<file path="src/verilog/rv_isa_pkg.sv">
package rv_isa_pkg;

    localparam int XLEN = 32;

    // major opcodes, bits [6:0] of the instruction
    typedef enum logic [6:0] {
        OPC_OP     = 7'b0110011,
        OPC_OP_IMM = 7'b0010011,
        OPC_LOAD   = 7'b0000011,
        OPC_STORE  = 7'b0100011,
        OPC_BRANCH = 7'b1100011,
        OPC_JAL    = 7'b1101111,
        OPC_JALR   = 7'b1100111,
        OPC_LUI    = 7'b0110111,
        OPC_AUIPC  = 7'b0010111
    } opcode_t;

    // meaning depends on the opcode
    typedef logic [2:0] funct3_t;

    // alu variants (OP, OP_IMM)
    localparam funct3_t F3_ADD  = 3'b000; // also SUB with funct7[5]
    localparam funct3_t F3_SLL  = 3'b001;
    localparam funct3_t F3_SLT  = 3'b010;
    localparam funct3_t F3_SLTU = 3'b011;
    localparam funct3_t F3_XOR  = 3'b100;
    localparam funct3_t F3_SR   = 3'b101; // SRL / SRA
    localparam funct3_t F3_OR   = 3'b110;
    localparam funct3_t F3_AND  = 3'b111;

    // branch conditions
    localparam funct3_t BEQ  = 3'b000;
    localparam funct3_t BNE  = 3'b001;
    localparam funct3_t BLT  = 3'b100;
    localparam funct3_t BGE  = 3'b101;
    localparam funct3_t BLTU = 3'b110;
    localparam funct3_t BGEU = 3'b111;

    // load and store widths
    localparam funct3_t BYTE   = 3'b000;
    localparam funct3_t HALF   = 3'b001;
    localparam funct3_t WORD   = 3'b010;
    localparam funct3_t BYTE_U = 3'b100;
    localparam funct3_t HALF_U = 3'b101;

endpackage

</file>
<file path="src/verilog/rv_reg_file.sv">
module rv_reg_file (
    input  logic                          clk_i,
    input  logic                          arst_n_i,
    input  logic [4:0]                    ra1_i,
    input  logic [4:0]                    ra2_i,
    input  logic [4:0]                    wa_i,
    input  logic                          we_i,
    input  logic [rv_isa_pkg::XLEN-1:0]   wd_i,
    output logic [rv_isa_pkg::XLEN-1:0]   rd1_o,
    output logic [rv_isa_pkg::XLEN-1:0]   rd2_o
);
    import rv_isa_pkg::*;

    logic [XLEN-1:0] regs [32];

    always_ff @(posedge clk_i or negedge arst_n_i) begin
        if (!arst_n_i) begin
            for (int i = 0; i < 32; i++) begin
                regs[i] <= '0;
            end
        end else if (we_i && (wa_i != 5'd0)) begin
            regs[wa_i] <= wd_i; // x0 writes dropped
        end
    end

    // x0 always reads zero
    assign rd1_o = (ra1_i == 5'd0) ? '0 : regs[ra1_i];
    assign rd2_o = (ra2_i == 5'd0) ? '0 : regs[ra2_i];

endmodule
</file>
<file path="config.mk">
export PLATFORM = sky130hd
export DESIGN_NAME = rv_reg_file
export DESIGN_NICKNAME = d
export VERILOG_FILES = /design/src/verilog/rv_isa_pkg.sv /design/src/verilog/rv_reg_file.sv
export SDC_FILE = /design/constraint.sdc
export NUM_CORES = 2
export LEC_CHECK = 0
export BUFFER_PORTS_ARGS = -buffer_cell sky130_fd_sc_hd__buf_2
export CAP_MARGIN = 20
export CORE_AREA = 2 2 372 374
export DETAILED_ROUTE_END_ITERATION = 16
export DIE_AREA = 0 0 374 376
export MAX_ROUTING_LAYER = met4
export PLACE_DENSITY = 0.67
export RECOVER_POWER = 25
export SLEW_MARGIN = 20
export SYNTH_ARGS = -nofsm -noshare
export SYNTH_HDL_FRONTEND = slang
export SYNTH_SLANG_ARGS = --single-unit
</file>
<file path="constraint.sdc">
create_clock -name clk_i -period 1.58 [get_ports clk_i]
set_input_delay 0.158 -clock clk_i [delete_from_list [all_inputs] [get_ports clk_i]]
set_output_delay 0.158 -clock clk_i [all_outputs]
set_load 0.05 [all_outputs]
</file>
==> run summary <==
Status: complete, but fails checks
Failing checks: setup timing
F_max: 379 MHz
CP Max Fanout: 3
Tcrit/Tclk final: 167%
Internal: 59.0 mW
DRC viols: 0
Detail Route Antenna Nets: 0
Synth Warn #: 0
Clk Latency, worst-skew pair: 0.73 ns
Final nets: 4,135
Worst Hold Class: in2reg
Post-route cell area: 70,400 sq um
Overflow after GRT: 0
Commonest non-fill, non-tap cells in the layout: 1,024 x dfrtp_1, 1,004 x mux2_2, 454 x buf_4
First-pass iteration count of the detailed router: 5
Yosys reg bits: 1,024
H-Tree Depth: 3
I/O Buffers: 113
Dpl ws: -0.774 ns
Number of library cell types mapped by synthesis: 35
Max Buffers Root-to-Sink: 3
Via count: 37,500
Chip width: 374 um
Gp weighted congestion: 0.888
DIE AREA: 141,000 sq um
Via density: 6.27
Slew Limit Fails: 0
CP peak stage delay: 0.47 ns
Pwr Total: 82.5 mW
Worst vdd ir: 0.866 mV
Post-Syn Area: 54,400 sq um
WL/cell: 31.3 um
TritonCTS clock tree: done
Clk slew on worst S/H paths: 0.06 ns
Largest net degree at the start of global routing: 99
Top reg by flops: regs
Sequential cell area fraction in the yosys report: 47.1%
Layout Skew: 0 ns
Psw: 23.5 mW
DR iter-0 viols: 3,665
Static leakage: 30.2 nW
Synthesis-to-layout area growth: 29.5%
Logic pwr share: 25.8%
Clk Tree Root Cell: clkbuf_16
Crit Path Category: reg2out
Global-route wire length before repair: 274,000 um
Core area: 137,000 sq um
Worst Setup Start Kind: register
Die H: 376 um
# Max-Cap Violations: 0
Initial antenna violation count: 13
Starting Density: 39.8%
Post-DP Area: 65,300 sq um
Mapped Cells: 3,621
Critical-path cell list: mux4_2 -> nor2b_4 -> a211oi_2 -> buf_4 -> a311oi_4 -> buf_6 -> buf_12
Commonest non-fill, non-tap cell in the layout: dfrtp_1
CP Data Required Time: 1.42 ns
Least-Margin Pin Slew: 0.956 ns
Finish-stage setup viols: 334
Setup TNS: -91.38 ns
Max FFs per register: 1,024
Share of cells above drive strength 1: 66.6%
Non-Filler Instances: 5,975
Vias in the first global route: 38,800
CP max-delay cell: mux4_2
Power density over the cells: 1170 nW/um^2
Final hold violation count: 0
Clock sinks: 1,024
Setup crit end kind: primary output
Clk pwr share: 31.8%
Largest registers: regs (1024)
Syn Nets: 3,671
Cts bufs inserted: 109
I/O pins: 114
Final setup margin: -1.06 ns
WL final: 187,000 um
GRT Total Usage: 27.3%
RSZ-0062 raised after global routing: true
Site Rows: 136
Worst slew margin: 36.2%
Sw Share: 28.4%
Crit path DAT: 2.48 ns
Avg Cell Area, Syn: 15.0 sq um
Fin crit period: 2.64 ns
Sequential power share: 42.4%
Placed Instances: 5,749
Final HPWL DP: 126,000 um
## worst max-delay path: cells and delay by family, from the launching register on
kind            cells  cell delay (ns)
simple gates        1             0.14
buf+inv             3             0.50
mux                 1             0.47
compound gates      2             0.22
flops               1             0.41
## final timing paths
kind / startpoint / end / slack [ns] / depth (start not counted)
max: regs[652] / rd2_o[12] / -1.06 / 7
min: wd_i[15] / regs[911] / 0.05 / 2
max reg2reg: regs[922] / regs[922] / 0.55 / 3
min reg2reg: regs[1022] / regs[1022] / 0.39 / 0
max in group asynchronous: arst_n_i / regs[841] / -0.21 / 4
min in group asynchronous: arst_n_i / regs[888] / 0.76 / 3
## per-stage QoR
stage               hold slack [ns]  util, %
CTS                         0.00500     51.2
global route                 0.0645     51.5
detailed placement          0.00762     47.8
finish                       0.0478     51.5
floorplan                    -0.138        -
global placement            0.00866     47.8
## cell type report
class | instances | area (sq um)
diodes | 11 | 27.5
clock buffers | 166 | 3220
clock inverters | 30 | 385
fillers | 11000 | 66200
inverters | 2 | 12.5
multi-input cells | 2163 | 29800
flip-flops and latches | 1024 | 25600
well taps | 1794 | 2240
repair buffers | 785 | 9090
## cells by family after synthesis
family                 count (synthesis)  synth area share (%)
flip-flops                          1024                  47.1
AND/OR/NAND/NOR                      165                  1.61
multiplexers                        1632                  42.8
buffers and inverters                434                  3.63
AO/OA/AOI/OAI                        366                  4.84
## power by group through the flow
stage               clock (mW)  sequential, mW  combinational (mW)
floorplan                    0            33.9                13.7
global placement             0            34.9                19.6
detailed placement           0            35.2                20.0
CTS                       26.6            34.8                20.9
global route              27.7            35.5                22.4
finish                    26.2            35.0                21.3
## routing by layer
metal	vias up	routed length (um)	track usage [%]	part of all wire (%)
li1	15000	-	-	-
met3	429	15200	5.95	8.1
met2	1647	86800	41.3	46
met5	-	0	-	0
met4	0	7750	10.6	4.1
met1	20300	77300	36.1	41
## synth_stat cells
cell type  number  area, sq um
nor3_1          3         15.0
mux2_2       1046        11800
o2111ai_1      18          158
nor4_2          1         12.5
mux2_1         10          113
a211oi_1       64          480
nand2b_1        5         31.3
or4_1           2         15.0
nor2_1         19         71.3
and3_1          1         6.26
and2_0          1         6.26
clkbuf_2        1         5.00
nand3_1         1         5.00
nand4_1         1         6.26
buf_2         170          851
clkbuf_4        1         7.51
a221oi_1       46          403
mux4_2        448        10100
clkbuf_1      223          837
or2_2           2         12.5
o21ai_1         9         45.0
nor2b_1        71          444
or3_1           3         18.8
mux2i_1       128         1280
buf_4          34          255
nand4b_1        3         26.3
nand2_1        49          184
nor3b_1         2         15.0
dfrtp_1      1024        25600
inv_1           2         7.51
and2_1          1         6.26
buf_1           3         11.3
a311oi_1       64          561
o21ai_0       101          505
a22oi_1        64          480
## repair_timing
| action | CTS | global route |
|---|---|---|
| setup buffers | 12 | 15 |
| setup endpoints to repair | 64 | 64 |
| resized for setup | 211 | 79 |
| hold buffers | 2 | 0 |
| endpoints found under the hold margin | 1024 | 0 |
| pin swaps | 85 | 48 |
Note: power is estimated with default switching activity, not from simulation.
