===== config.mk =====
export PLATFORM = sky130hd
export DESIGN_NAME = rv_execute
export DESIGN_NICKNAME = d
export VERILOG_FILES = /design/src/verilog/rv_ctrl_pkg.sv /design/src/verilog/rv_isa_pkg.sv /design/src/verilog/rv_execute.sv
export SDC_FILE = /design/constraint.sdc
export NUM_CORES = 1
export LEC_CHECK = 0
export BUFFER_PORTS_ARGS = -buffer_cell sky130_fd_sc_hd__buf_2
export CORE_MARGIN = 1
export CORE_UTILIZATION = 40
export DETAILED_ROUTE_END_ITERATION = 7
export PLACE_DENSITY = 0.56
export SLEW_MARGIN = 10
export SYNTH_ARGS = -nofsm -noshare
export SYNTH_HDL_FRONTEND = slang
export SYNTH_SLANG_ARGS = --single-unit

===== constraint.sdc =====
create_clock -name vclk -period 4.5
set_input_delay 0.45 -clock vclk [all_inputs]
set_output_delay 0.45 -clock vclk [all_outputs]
set_load 0.01 [all_outputs]

===== src/verilog/rv_ctrl_pkg.sv =====
package rv_ctrl_pkg;

    // alu operand 1
    typedef enum logic [1:0] {
        RS1  = 2'd0,
        ZERO = 2'd1,
        PC   = 2'd2
    } src1_t;

    // alu operand 2
    typedef enum logic {
        RS2 = 1'b0,
        IMM = 1'b1
    } src2_t;

    // write-back source
    typedef enum logic {
        RESULT  = 1'b0,
        NEXT_PC = 1'b1  // link value for jumps
    } srcr_t;

    typedef enum logic [1:0] {
        SEQ    = 2'd0,
        BRANCH = 2'd1,
        JUMP   = 2'd2
    } next_pc_t;

    typedef enum logic [3:0] {
        ALU_ADD, ALU_SUB, ALU_SLL, ALU_SLT,
        ALU_SLTU, ALU_XOR, ALU_SRL, ALU_SRA,
        ALU_OR, ALU_AND,
        ALU_PASS_B  // used by LUI
    } alu_op_t;

endpackage


===== src/verilog/rv_isa_pkg.sv =====
package rv_isa_pkg;

    localparam int XLEN = 32;

    // major opcodes, bits [6:0] of the instruction
    typedef enum logic [6:0] {
        OPC_OP     = 7'b0110011,
        OPC_OP_IMM = 7'b0010011,
        OPC_LOAD   = 7'b0000011,
        OPC_STORE  = 7'b0100011,
        OPC_BRANCH = 7'b1100011,
        OPC_JAL    = 7'b1101111,
        OPC_JALR   = 7'b1100111,
        OPC_LUI    = 7'b0110111,
        OPC_AUIPC  = 7'b0010111
    } opcode_t;

    // meaning depends on the opcode
    typedef logic [2:0] funct3_t;

    // alu variants (OP, OP_IMM)
    localparam funct3_t F3_ADD  = 3'b000; // also SUB with funct7[5]
    localparam funct3_t F3_SLL  = 3'b001;
    localparam funct3_t F3_SLT  = 3'b010;
    localparam funct3_t F3_SLTU = 3'b011;
    localparam funct3_t F3_XOR  = 3'b100;
    localparam funct3_t F3_SR   = 3'b101; // SRL / SRA
    localparam funct3_t F3_OR   = 3'b110;
    localparam funct3_t F3_AND  = 3'b111;

    // branch conditions
    localparam funct3_t BEQ  = 3'b000;
    localparam funct3_t BNE  = 3'b001;
    localparam funct3_t BLT  = 3'b100;
    localparam funct3_t BGE  = 3'b101;
    localparam funct3_t BLTU = 3'b110;
    localparam funct3_t BGEU = 3'b111;

    // load and store widths
    localparam funct3_t BYTE   = 3'b000;
    localparam funct3_t HALF   = 3'b001;
    localparam funct3_t WORD   = 3'b010;
    localparam funct3_t BYTE_U = 3'b100;
    localparam funct3_t HALF_U = 3'b101;

endpackage


===== src/verilog/rv_execute.sv =====
module rv_execute (
    input  logic [31:0]           a_i,
    input  logic [31:0]           b_i,
    input  logic [31:0]           rs1_data_i,
    input  logic [31:0]           rs2_data_i,
    input  rv_ctrl_pkg::alu_op_t  alu_op_i,
    input  rv_isa_pkg::funct3_t   funct3_i,
    input  rv_ctrl_pkg::next_pc_t pc_control_i,
    output logic [31:0]           result_o,
    output logic                  take_branch_o
);
    import rv_isa_pkg::*;
    import rv_ctrl_pkg::*;

    logic [4:0] shamt;
    logic eq, lt, ltu;
    logic cond;

    assign shamt = b_i[4:0];

    always_comb begin
        case (alu_op_i)
            ALU_ADD:    result_o = a_i + b_i;
            ALU_SUB:    result_o = a_i - b_i;
            ALU_SLL:    result_o = a_i << shamt;
            ALU_SLT:    result_o = {31'b0, $signed(a_i) < $signed(b_i)};
            ALU_SLTU:   result_o = {31'b0, a_i < b_i};
            ALU_XOR:    result_o = a_i ^ b_i;
            ALU_SRL:    result_o = a_i >> shamt;
            ALU_SRA:    result_o = $unsigned($signed(a_i) >>> shamt);
            ALU_OR:     result_o = a_i | b_i;
            ALU_AND:    result_o = a_i & b_i;
            ALU_PASS_B: result_o = b_i;
            default:    result_o = '0;
        endcase
    end

    // branch compare works on the register values, not the alu operands
    assign eq  = rs1_data_i == rs2_data_i;
    assign lt  = $signed(rs1_data_i) < $signed(rs2_data_i);
    assign ltu = rs1_data_i < rs2_data_i;

    always_comb begin
        case (funct3_i)
            BEQ:     cond = eq;
            BNE:     cond = !eq;
            BLT:     cond = lt;
            BGE:     cond = !lt;
            BLTU:    cond = ltu;
            BGEU:    cond = !ltu;
            default: cond = 1'b0; // 010, 011 are not branches
        endcase
    end

    assign take_branch_o = (pc_control_i == BRANCH) && cond;

endmodule


==> results.md <==
- The total number of yosys warnings is 0.
- The initial utilization of the core area, before any placement, comes to 0.412.
- For the worst setup path, the data required time is 4.05 ns.
- The die footprint is 0.0250 sq mm.
- The number of buffer and inverter instances along the worst setup path is 4.
- After detailed routing, the total wire length is 48,800 um.
- The share of the synthesized netlist area taken by xor and xnor gates is 0.00718.
- The category of the worst setup path launch point is an input pin.
- The number of maximum-capacitance constraint violations is 0.
- Dividing the synthesized area by the synthesized cell count gives 6.75 sq um.
- The antenna diode instance count is 0.
- In this run the worst path has a maximum fanout of 8.
- The cell area after synthesis is 0.00976 sq mm.
- Based on the critical path, the design can be clocked at up to 0.239 GHz.
- Dividing the detail-routed via count by the number of cells gives 6.58.
- Walking the worst path, the cells encountered are buf_2 > inv_1 > ha_1 > a211oi_1 > o21bai_1 > buf_4 > o2111ai_2 > a21oi_1 > o41a_1 > a211oi_2 > o21ai_2 > o2111ai_1 > nor2b_1 > buf_2.
- The post-CTS resize count is 0.
- The initial antenna violation count is 1.
- The largest delay contributor family on the critical path is compound AO/OA/AOI/OAI gates.
- Setup repair after global routing left no endpoint under its margin.
- The leakage power figure is 5.17 nW.
- Tracing the worst setup path back leads to its startpoint at a_i[1].
- Summing all multi-input logic gate instances after layout gives 0.00885 sq mm.
- In this run the core area contains 56 standard-cell rows.
- The net count after synthesis is 1,713.
- The peak ir drop on the vdd network is 0.0549 mV.
- The critical path start-end classification is in2out.
- The die is 158 um tall.
- The number of failing hold endpoints at the final stage came to 0.
- The final worst hold slack is 1.14 ns.
- The number of top-level design ports is 170.
- The layout has 2,580 filler cells.
- The total chip power is 1.44 mW.
- Entering global routing, the biggest net connects 62 pins.
- The post-detailed-route count of antenna-violating nets is 0.
- The share of cells above drive strength 1 is 0.203.
- In the final timing run, aggregate negative setup slack is 0 ns.
- The portion of synthesized area spent on multiplexers is 0.143.
- The horizontal die dimension is 158 um.
- Of the available clock period, the critical path in the final layout requires 0.930.
- The final core utilization is 0.471.
- The synthesized netlist cell count is 1,445.
- Of the post-synthesis cell area, the dominant cell type holds 0.165.
- Ranked by total cell area, the synthesized netlist is headed by sky130_fd_sc_hd__ha_1 (17%), sky130_fd_sc_hd__a21oi_1 (7.9%), sky130_fd_sc_hd__mux4_2 (6.2%).
- The detailed-route via count is 12,500.
- The library cell used most frequently in the layout, excluding fill and tap cells, is sky130_fd_sc_hd__buf_2.
- The worst min-delay path startpoint is pc_control_i[1].
- The quantity of hold-fixing buffers added after cts is 0.
- The worst path needs 4.18 ns of the cycle, external delays included.
- At the end of routability-driven placement, the weighted congestion stood at 1.05.
- Of the total synthesized cell area, the portion taken by AND, OR, NAND and NOR gates is 0.195.
- The most frequent cell on the critical path is sky130_fd_sc_hd__buf_2.
- The sequential cell area fraction in the yosys report is 0.
- The core footprint is 0.0237 sq mm.
- The combinational family with the most area after synthesis is compound AO/OA/AOI/OAI gates.
- The worst-path cell with the longest stage delay is sky130_fd_sc_hd__o41a_1.
- The sequential cell area is 0 sq um.
- The worst path arrival time is 3.73 ns.
- For this run the aggregate overflow at the end of global routing stands at 0.
- The worst setup timing slack at the placement stage is 0.489 ns.
- The design has 0 sequential cells.
- The flow ran to the end, and the final reports show no timing, DRC or antenna violations.
- The area share of fa/ha/maj cells after synthesis is 0.170.
- In the routed design, unresolved DRC markers number 0.
- The distinct cell type count after synthesis is 90.
- For this block, the initial DRC count from the detailed router was 1,490.
- For the pin with the worst max-slew slack, the measured transition is 0.982 ns.
- Post-CTS timing repair inserted 0 buffers for setup.
- The total setup violations reported at the end of the flow is 0.
- Setup slack closes at 0.317 ns.
- The area growth from synthesis to layout is 14.3%.
- The capturing element type of the critical path is an output port.
- The via count of the first global-routing pass is 11,500.
- In this run the tightest slew margin relative to its limit is 0.343.
- The detail-routed net length per standard cell is 25.7 um.
- The final count of pins violating max slew is 0.
- The global-route wire length before repair is 71,300 um.
- The fraction of the mapped netlist area in compound gates is 0.387.
- The number of buffers inserted by port buffering is 170.
- The total track usage is 0.383.
- The power density of the placed cells is 129 mW/mm^2.
- For this run, the slowest stage of the critical path takes 0.47 ns.
- For this run, the detailed router's first-pass iteration total came to 5.
- The clock buffers instantiated in the layout total 0.
- For this run, the post-layout net count is 1,848.
- The library cells used most frequently in the layout, excluding fill and tap cells, are sky130_fd_sc_hd__buf_2 (169), sky130_fd_sc_hd__a21oi_1 (154), sky130_fd_sc_hd__nand2_1 (141).
- The half-perimeter wire length after placement is 39,100 um.
- The cell type with the largest total area after synthesis is sky130_fd_sc_hd__ha_1.
- The min-delay analysis places its worst path in the category in2out.
cell usage after synthesis, drive strengths merged (17+ instances only):
cell type  number
mux2i          58
o211ai         31
ha            129
a211oi         25
nand3          29
a21oi         154
nor2          126
a21o           22
o21bai         18
clkbuf         67
a22oi          17
o2111ai        17
nand2         141
o21ai         105
mux4           27
inv           122
buf            44
nor3           30
mux2           18
a221oi         29
cells by family after synthesis:
kind of cell,count (synthesis)
xor gates and xnor gates,8
adders and majority gates,131
and+or+nand+nor,411
AOI/OAI and AO/OA,557
buffers and inverters,235
muxes,103
final timing paths:
check  depth (start not counted)             to
max                           14   result_o[29]
min                            3  take_branch_o
area by class of cell:
type | instances | share of cell area
inverters | 124 | 0.0417
well taps | 319 | 0.0358
multi-input cells | 1210 | 0.794
repair buffers | 244 | 0.129
where the power goes:
| group | switching (mW) | internal, mW |
|---|---|---|
| Combinational | 0.907 | 0.533 |
| Sequential | 0 | 0 |
| Clock | 0 | 0 |
per-stage QoR:
step,instance area (sq um),instances
6_report,11200,1897
5_1_grt,11200,1897
4_1_cts,11200,1897
3_5_place_dp,11200,1897
3_3_place_gp,11200,1897
2_1_floorplan,9760,1445
metal layers:
| metal | vias to the layer above | GRT usage | part of all wire |
|---|---|---|---|
| met3 | 107 | 0.0786 | 0.12 |
| li1 | 5717 | - | - |
| met4 | 2 | 0.122 | 0.036 |
| met2 | 757 | 0.581 | 0.42 |
| met5 | - | 0 | 0.00027 |
| met1 | 5899 | 0.537 | 0.43 |
(Power assumes the default switching activity.)
