### src/verilog/rv_ctrl_pkg.sv
package rv_ctrl_pkg;

    // alu operand 1
    typedef enum logic [1:0] {
        RS1  = 2'd0,
        ZERO = 2'd1,
        PC   = 2'd2
    } src1_t;

    // alu operand 2
    typedef enum logic {
        RS2 = 1'b0,
        IMM = 1'b1
    } src2_t;

    // write-back source
    typedef enum logic {
        RESULT  = 1'b0,
        NEXT_PC = 1'b1  // link value for jumps
    } srcr_t;

    typedef enum logic [1:0] {
        SEQ    = 2'd0,
        BRANCH = 2'd1,
        JUMP   = 2'd2
    } next_pc_t;

    typedef enum logic [3:0] {
        ALU_ADD, ALU_SUB, ALU_SLL, ALU_SLT,
        ALU_SLTU, ALU_XOR, ALU_SRL, ALU_SRA,
        ALU_OR, ALU_AND,
        ALU_PASS_B  // used by LUI
    } alu_op_t;

endpackage

### src/verilog/rv_isa_pkg.sv
package rv_isa_pkg;

    localparam int XLEN = 32;

    // major opcodes, bits [6:0] of the instruction
    typedef enum logic [6:0] {
        OPC_OP     = 7'b0110011,
        OPC_OP_IMM = 7'b0010011,
        OPC_LOAD   = 7'b0000011,
        OPC_STORE  = 7'b0100011,
        OPC_BRANCH = 7'b1100011,
        OPC_JAL    = 7'b1101111,
        OPC_JALR   = 7'b1100111,
        OPC_LUI    = 7'b0110111,
        OPC_AUIPC  = 7'b0010111
    } opcode_t;

    // meaning depends on the opcode
    typedef logic [2:0] funct3_t;

    // alu variants (OP, OP_IMM)
    localparam funct3_t F3_ADD  = 3'b000; // also SUB with funct7[5]
    localparam funct3_t F3_SLL  = 3'b001;
    localparam funct3_t F3_SLT  = 3'b010;
    localparam funct3_t F3_SLTU = 3'b011;
    localparam funct3_t F3_XOR  = 3'b100;
    localparam funct3_t F3_SR   = 3'b101; // SRL / SRA
    localparam funct3_t F3_OR   = 3'b110;
    localparam funct3_t F3_AND  = 3'b111;

    // branch conditions
    localparam funct3_t BEQ  = 3'b000;
    localparam funct3_t BNE  = 3'b001;
    localparam funct3_t BLT  = 3'b100;
    localparam funct3_t BGE  = 3'b101;
    localparam funct3_t BLTU = 3'b110;
    localparam funct3_t BGEU = 3'b111;

    // load and store widths
    localparam funct3_t BYTE   = 3'b000;
    localparam funct3_t HALF   = 3'b001;
    localparam funct3_t WORD   = 3'b010;
    localparam funct3_t BYTE_U = 3'b100;
    localparam funct3_t HALF_U = 3'b101;

endpackage

### src/verilog/rv_decoder.sv
module rv_decoder (
    input  logic [31:0]           instr_i,
    output rv_ctrl_pkg::alu_op_t  alu_op_o,
    output rv_isa_pkg::funct3_t   funct3_o,
    output rv_ctrl_pkg::src1_t    src1_o,
    output rv_ctrl_pkg::src2_t    src2_o,
    output rv_ctrl_pkg::srcr_t    srcr_o,
    output rv_ctrl_pkg::next_pc_t pc_control_o,
    output logic [4:0]            rs1_o,
    output logic [4:0]            rs2_o,
    output logic [4:0]            rd_o,
    output logic [31:0]           imm_o,
    output logic                  reg_write_o,
    output logic                  mem_read_o,
    output logic                  mem_write_o
);
    import rv_isa_pkg::*;
    import rv_ctrl_pkg::*;

    opcode_t opcode;
    logic [31:0] imm_i, imm_s, imm_b, imm_u, imm_j;

    // funct3 plus funct7[5] to an alu operation
    function automatic alu_op_t alu_op_from(input funct3_t f3, input logic alt);
        case (f3)
            F3_ADD:  return alt ? ALU_SUB : ALU_ADD;
            F3_SLL:  return ALU_SLL;
            F3_SLT:  return ALU_SLT;
            F3_SLTU: return ALU_SLTU;
            F3_XOR:  return ALU_XOR;
            F3_SR:   return alt ? ALU_SRA : ALU_SRL;
            F3_OR:   return ALU_OR;
            F3_AND:  return ALU_AND;
            default: return ALU_ADD;
        endcase
    endfunction

    assign opcode   = opcode_t'(instr_i[6:0]);
    assign funct3_o = instr_i[14:12];
    assign rd_o     = instr_i[11:7];
    assign rs1_o    = instr_i[19:15];
    assign rs2_o    = instr_i[24:20];

    // immediate formats, all sign extended from bit 31
    assign imm_i = {{20{instr_i[31]}}, instr_i[31:20]};
    assign imm_s = {{20{instr_i[31]}}, instr_i[31:25], instr_i[11:7]};
    assign imm_b = {{19{instr_i[31]}}, instr_i[31], instr_i[7], instr_i[30:25],
                    instr_i[11:8], 1'b0};
    assign imm_u = {instr_i[31:12], 12'b0};
    assign imm_j = {{11{instr_i[31]}}, instr_i[31], instr_i[19:12], instr_i[20],
                    instr_i[30:21], 1'b0};

    always_comb begin
        // unknown opcodes fall through as a no-op
        alu_op_o     = ALU_ADD;
        src1_o       = RS1;
        src2_o       = RS2;
        srcr_o       = RESULT;
        pc_control_o = SEQ;
        imm_o        = '0;
        reg_write_o  = 1'b0;
        mem_read_o   = 1'b0;
        mem_write_o  = 1'b0;
        case (opcode)
            OPC_OP: begin
                alu_op_o    = alu_op_from(funct3_o, instr_i[30]);
                reg_write_o = 1'b1;
            end
            OPC_OP_IMM: begin
                // bit 30 is immediate data except for shifts right
                alu_op_o    = alu_op_from(funct3_o, (funct3_o == F3_SR) && instr_i[30]);
                src2_o      = IMM;
                imm_o       = imm_i;
                reg_write_o = 1'b1;
            end
            OPC_LOAD: begin
                src2_o      = IMM;
                imm_o       = imm_i;
                mem_read_o  = 1'b1;
                reg_write_o = 1'b1;
            end
            OPC_STORE: begin
                src2_o      = IMM;
                imm_o       = imm_s;
                mem_write_o = 1'b1;
            end
            OPC_BRANCH: begin
                src1_o       = PC; // alu builds the target
                src2_o       = IMM;
                imm_o        = imm_b;
                pc_control_o = BRANCH;
            end
            OPC_JAL: begin
                src1_o       = PC;
                src2_o       = IMM;
                imm_o        = imm_j;
                srcr_o       = NEXT_PC;
                pc_control_o = JUMP;
                reg_write_o  = 1'b1;
            end
            OPC_JALR: begin
                src2_o       = IMM;
                imm_o        = imm_i;
                srcr_o       = NEXT_PC;
                pc_control_o = JUMP;
                reg_write_o  = 1'b1;
            end
            OPC_LUI: begin
                alu_op_o    = ALU_PASS_B;
                src1_o      = ZERO;
                src2_o      = IMM;
                imm_o       = imm_u;
                reg_write_o = 1'b1;
            end
            OPC_AUIPC: begin
                src1_o      = PC;
                src2_o      = IMM;
                imm_o       = imm_u;
                reg_write_o = 1'b1;
            end
            default: ;
        endcase
    end

endmodule

### config.mk
export PLATFORM = sky130hd
export DESIGN_NAME = rv_decoder
export DESIGN_NICKNAME = d
export VERILOG_FILES = /design/src/verilog/rv_ctrl_pkg.sv /design/src/verilog/rv_isa_pkg.sv /design/src/verilog/rv_decoder.sv
export SDC_FILE = /design/constraint.sdc
export NUM_CORES = 1
export LEC_CHECK = 0
export BUFFER_PORTS_ARGS = -buffer_cell sky130_fd_sc_hd__buf_2
export CAP_MARGIN = 5
export CORE_MARGIN = 4
export CORE_UTILIZATION = 30
export DETAILED_ROUTE_END_ITERATION = 8
export PLACE_DENSITY = 0.73
export SLEW_MARGIN = 15
export SYNTH_ARGS = -nofsm -noshare
export SYNTH_HDL_FRONTEND = slang
export SYNTH_SLANG_ARGS = --single-unit
### constraint.sdc
create_clock -name vclk -period 2.5
set_clock_uncertainty 0.2 [all_clocks]
set_input_delay 0.5 -clock vclk [all_inputs]
set_output_delay 0.5 -clock vclk [all_outputs]
set_load 0.01 [all_outputs]
==> results.ini <==
[global_routing]
grt_pass1_wl_mm = 4.326
grt_usage_pct = 14.38
grt_max_degree = 20
overflow = 0
grt_antenna_before_repair = 0
grt_pass1_vias = 981

[final_layout]
clock_buffer_count = 0
area_growth_pct = 53.32
ff_latch_area_sq_um = 0
final_cell_count_no_fill = 241
diodes = 0
fillers = 267
flops_and_latches = 0
final_util_pct = 49.90
nNetsFinal = 245
drive_above_1_share_pct = 55.92
multi_input_area_sq_um = 610.6

[sta]
max_clock_freq_ghz = 0.4045
tightest_slew_ps = 371.0
grt_setup_unrepaired = yes
slew_headroom_pct = 75.24
timing.final.crit_share_pct = 98.90
setup_viol = 0
hold_ws_ps = 1000
final_max_slew_viol_count = 0
hold_viol_final = 0
worst_slack_ps = 27.61
fin_crit_ps = 2472

[clock_tree]
post_cts_buffers = 0
cts_resized = 0
cts_hold_buf = 0

[route]
vias = 1217
antenna_left = 0
viasPerCell = 5.050
routed_wl_mm = 3.050
drc = 0
drtIter0Drc = 38
drt-wirelength-per-cell_microns = 12.66
firstDrtPassIters = 4

[worst_setup_path]
setup.worst_path.start = instr_i[6]
worstSetupEndpoint = imm_o[20]
crit_type = primary input to output port
crit_path_start_kind = primary input
cp.arrival_ps = 1770
cp-end-kind = output port
cp_max_fo = 19
worstPathRequired_ps = 1800

[pwr]
switchingPower_mw = 0.08563
p_total_mw = 0.1561
ir_worst_vdd_mv = 0.07889
intPower_mw = 0.07051
leakage_nw = 0.8033
p_clk_share_pct = 0
pwr-share-comb_pct = 100.0
switching_share_pct = 54.84
p_seq_share_pct = 0
p_per_area_nw_per_um2 = 123.0

[floorplan]
die_area_sq_um = 3666
row_count = 18
die_y_microns = 60.55
fp.coreArea_sq_um = 2545
initial_core_util_pct = 32.55
io_pins = 95
fp.dieW_microns = 60.55

[placed_design]
io_buffers = 95
hpwlAfterDp_mm = 2.589
gp_congestion = 0.9260
dp_slack_ps = 29.55
placed_cells = 241

[logic_synthesis]
syn_nets = 161
synth_seq_area_share_pct = 0
postSynthCellCount = 129
avgSynthCellArea_sq_um = 6.421
yosysWarnings = 0
syn-cell-area_sq_um = 828.3
yosysUniqueCellTypes = 39

[run]
maxCapViolations = 0

[min_path]
hp-class = primary input to output port
min_path_cells = 2

[outcome]
outcome = completed

## worst min path at each step
| stage | slack, ps | endpoint | start |
|---|---|---|---|
| global placement | 1000 | rs1_o[1] | instr_i[16] |
| global route | 1010 | rs1_o[3] | instr_i[18] |
| finish | 1000 | rs1_o[4] | instr_i[19] |
| floorplan | 860 | alu_op_o[0] | instr_i[12] |
| CTS | 1000 | rs1_o[3] | instr_i[18] |
| detailed placement | 1000 | rs1_o[2] | instr_i[17] |
## synthesized netlist by cell type (all sizes together), types with 2 or more instances
master / n / area, sq um
buf: 23 / 168.9
nor2: 13 / 48.80
a21o: 8 / 60.06
inv: 8 / 30.03
o21ai: 8 / 40.03
a21oi: 7 / 46.30
nand3: 7 / 35.03
nand2: 6 / 22.52
o22ai: 6 / 50.04
a22o: 5 / 43.79
clkbuf: 5 / 18.77
nand4b: 3 / 26.28
nor3b: 3 / 22.52
a211oi: 2 / 20.02
and3b: 2 / 17.52
nand3b: 2 / 15.01
nor2b: 2 / 12.51
nor3: 2 / 10.01
o21bai: 2 / 15.01
or3b: 2 / 17.52
## power groups by stage
stage                     Combinational (mW)  Sequential [mW]  Clock (mW)
after floorplan                       0.0945                0           0
after global placement                 0.154                0           0
after detailed placement               0.155                0           0
after CTS                              0.156                0           0
after global routing                   0.172                0           0
final                                  0.156                0           0
## cell type report
type / count / area share [%]
well taps: 30 / 2.956
repair buffers: 110 / 46.60
multi-input cells: 93 / 48.08
inverters: 8 / 2.365
## per-stage QoR
| step | instance area [sq um] | TNS, ps |
|---|---|---|
| 3_5_place_dp | 1266 | 0 |
| 5_1_grt | 1270 | -43.37 |
| 3_3_place_gp | 1266 | 0 |
| 2_1_floorplan | 828.3 | 0 |
| 6_report | 1270 | 0 |
| 4_1_cts | 1266 | 0 |
## cell families after synthesis
group / synth area share (%)
simple gates: 34.60
compound gates: 39.12
buf+inv: 26.28
## critical path: stages
cell	delay, ps
buf_2	110
or2_4	240
a2111o_1	420
buf_6	170
o21ai_1	170
buf_2	160
## metal layers
| layer | vias up | share of wire (%) | global-route usage [%] |
|---|---|---|---|
| li1 | 617 | - | - |
| met1 | 545 | 43 | 20.99 |
| met2 | 55 | 47 | 24.07 |
| met3 | 0 | 9.4 | 1.489 |
| met4 | 0 | 0 | 0.6192 |
| met5 | - | 0 | 0 |
## layout by cell type (no fill, tap or decap), types with 3 or more instances in the layout
cell | netlist | layout
buf_4 | 19 | 14
nor3b_1 | 3 | 3
nor2_1 | 13 | 13
buf_2 | 3 | 95
inv_1 | 8 | 8
a22o_1 | 5 | 5
a21oi_2 | 3 | 3
o21ai_0 | 3 | 3
a21oi_1 | 4 | 4
o21ai_1 | 5 | 5
o22ai_1 | 4 | 4
nand3_1 | 7 | 7
nand4b_1 | 3 | 3
a21o_1 | 8 | 8
nand2_1 | 6 | 6
(Power assumes the default switching activity.)
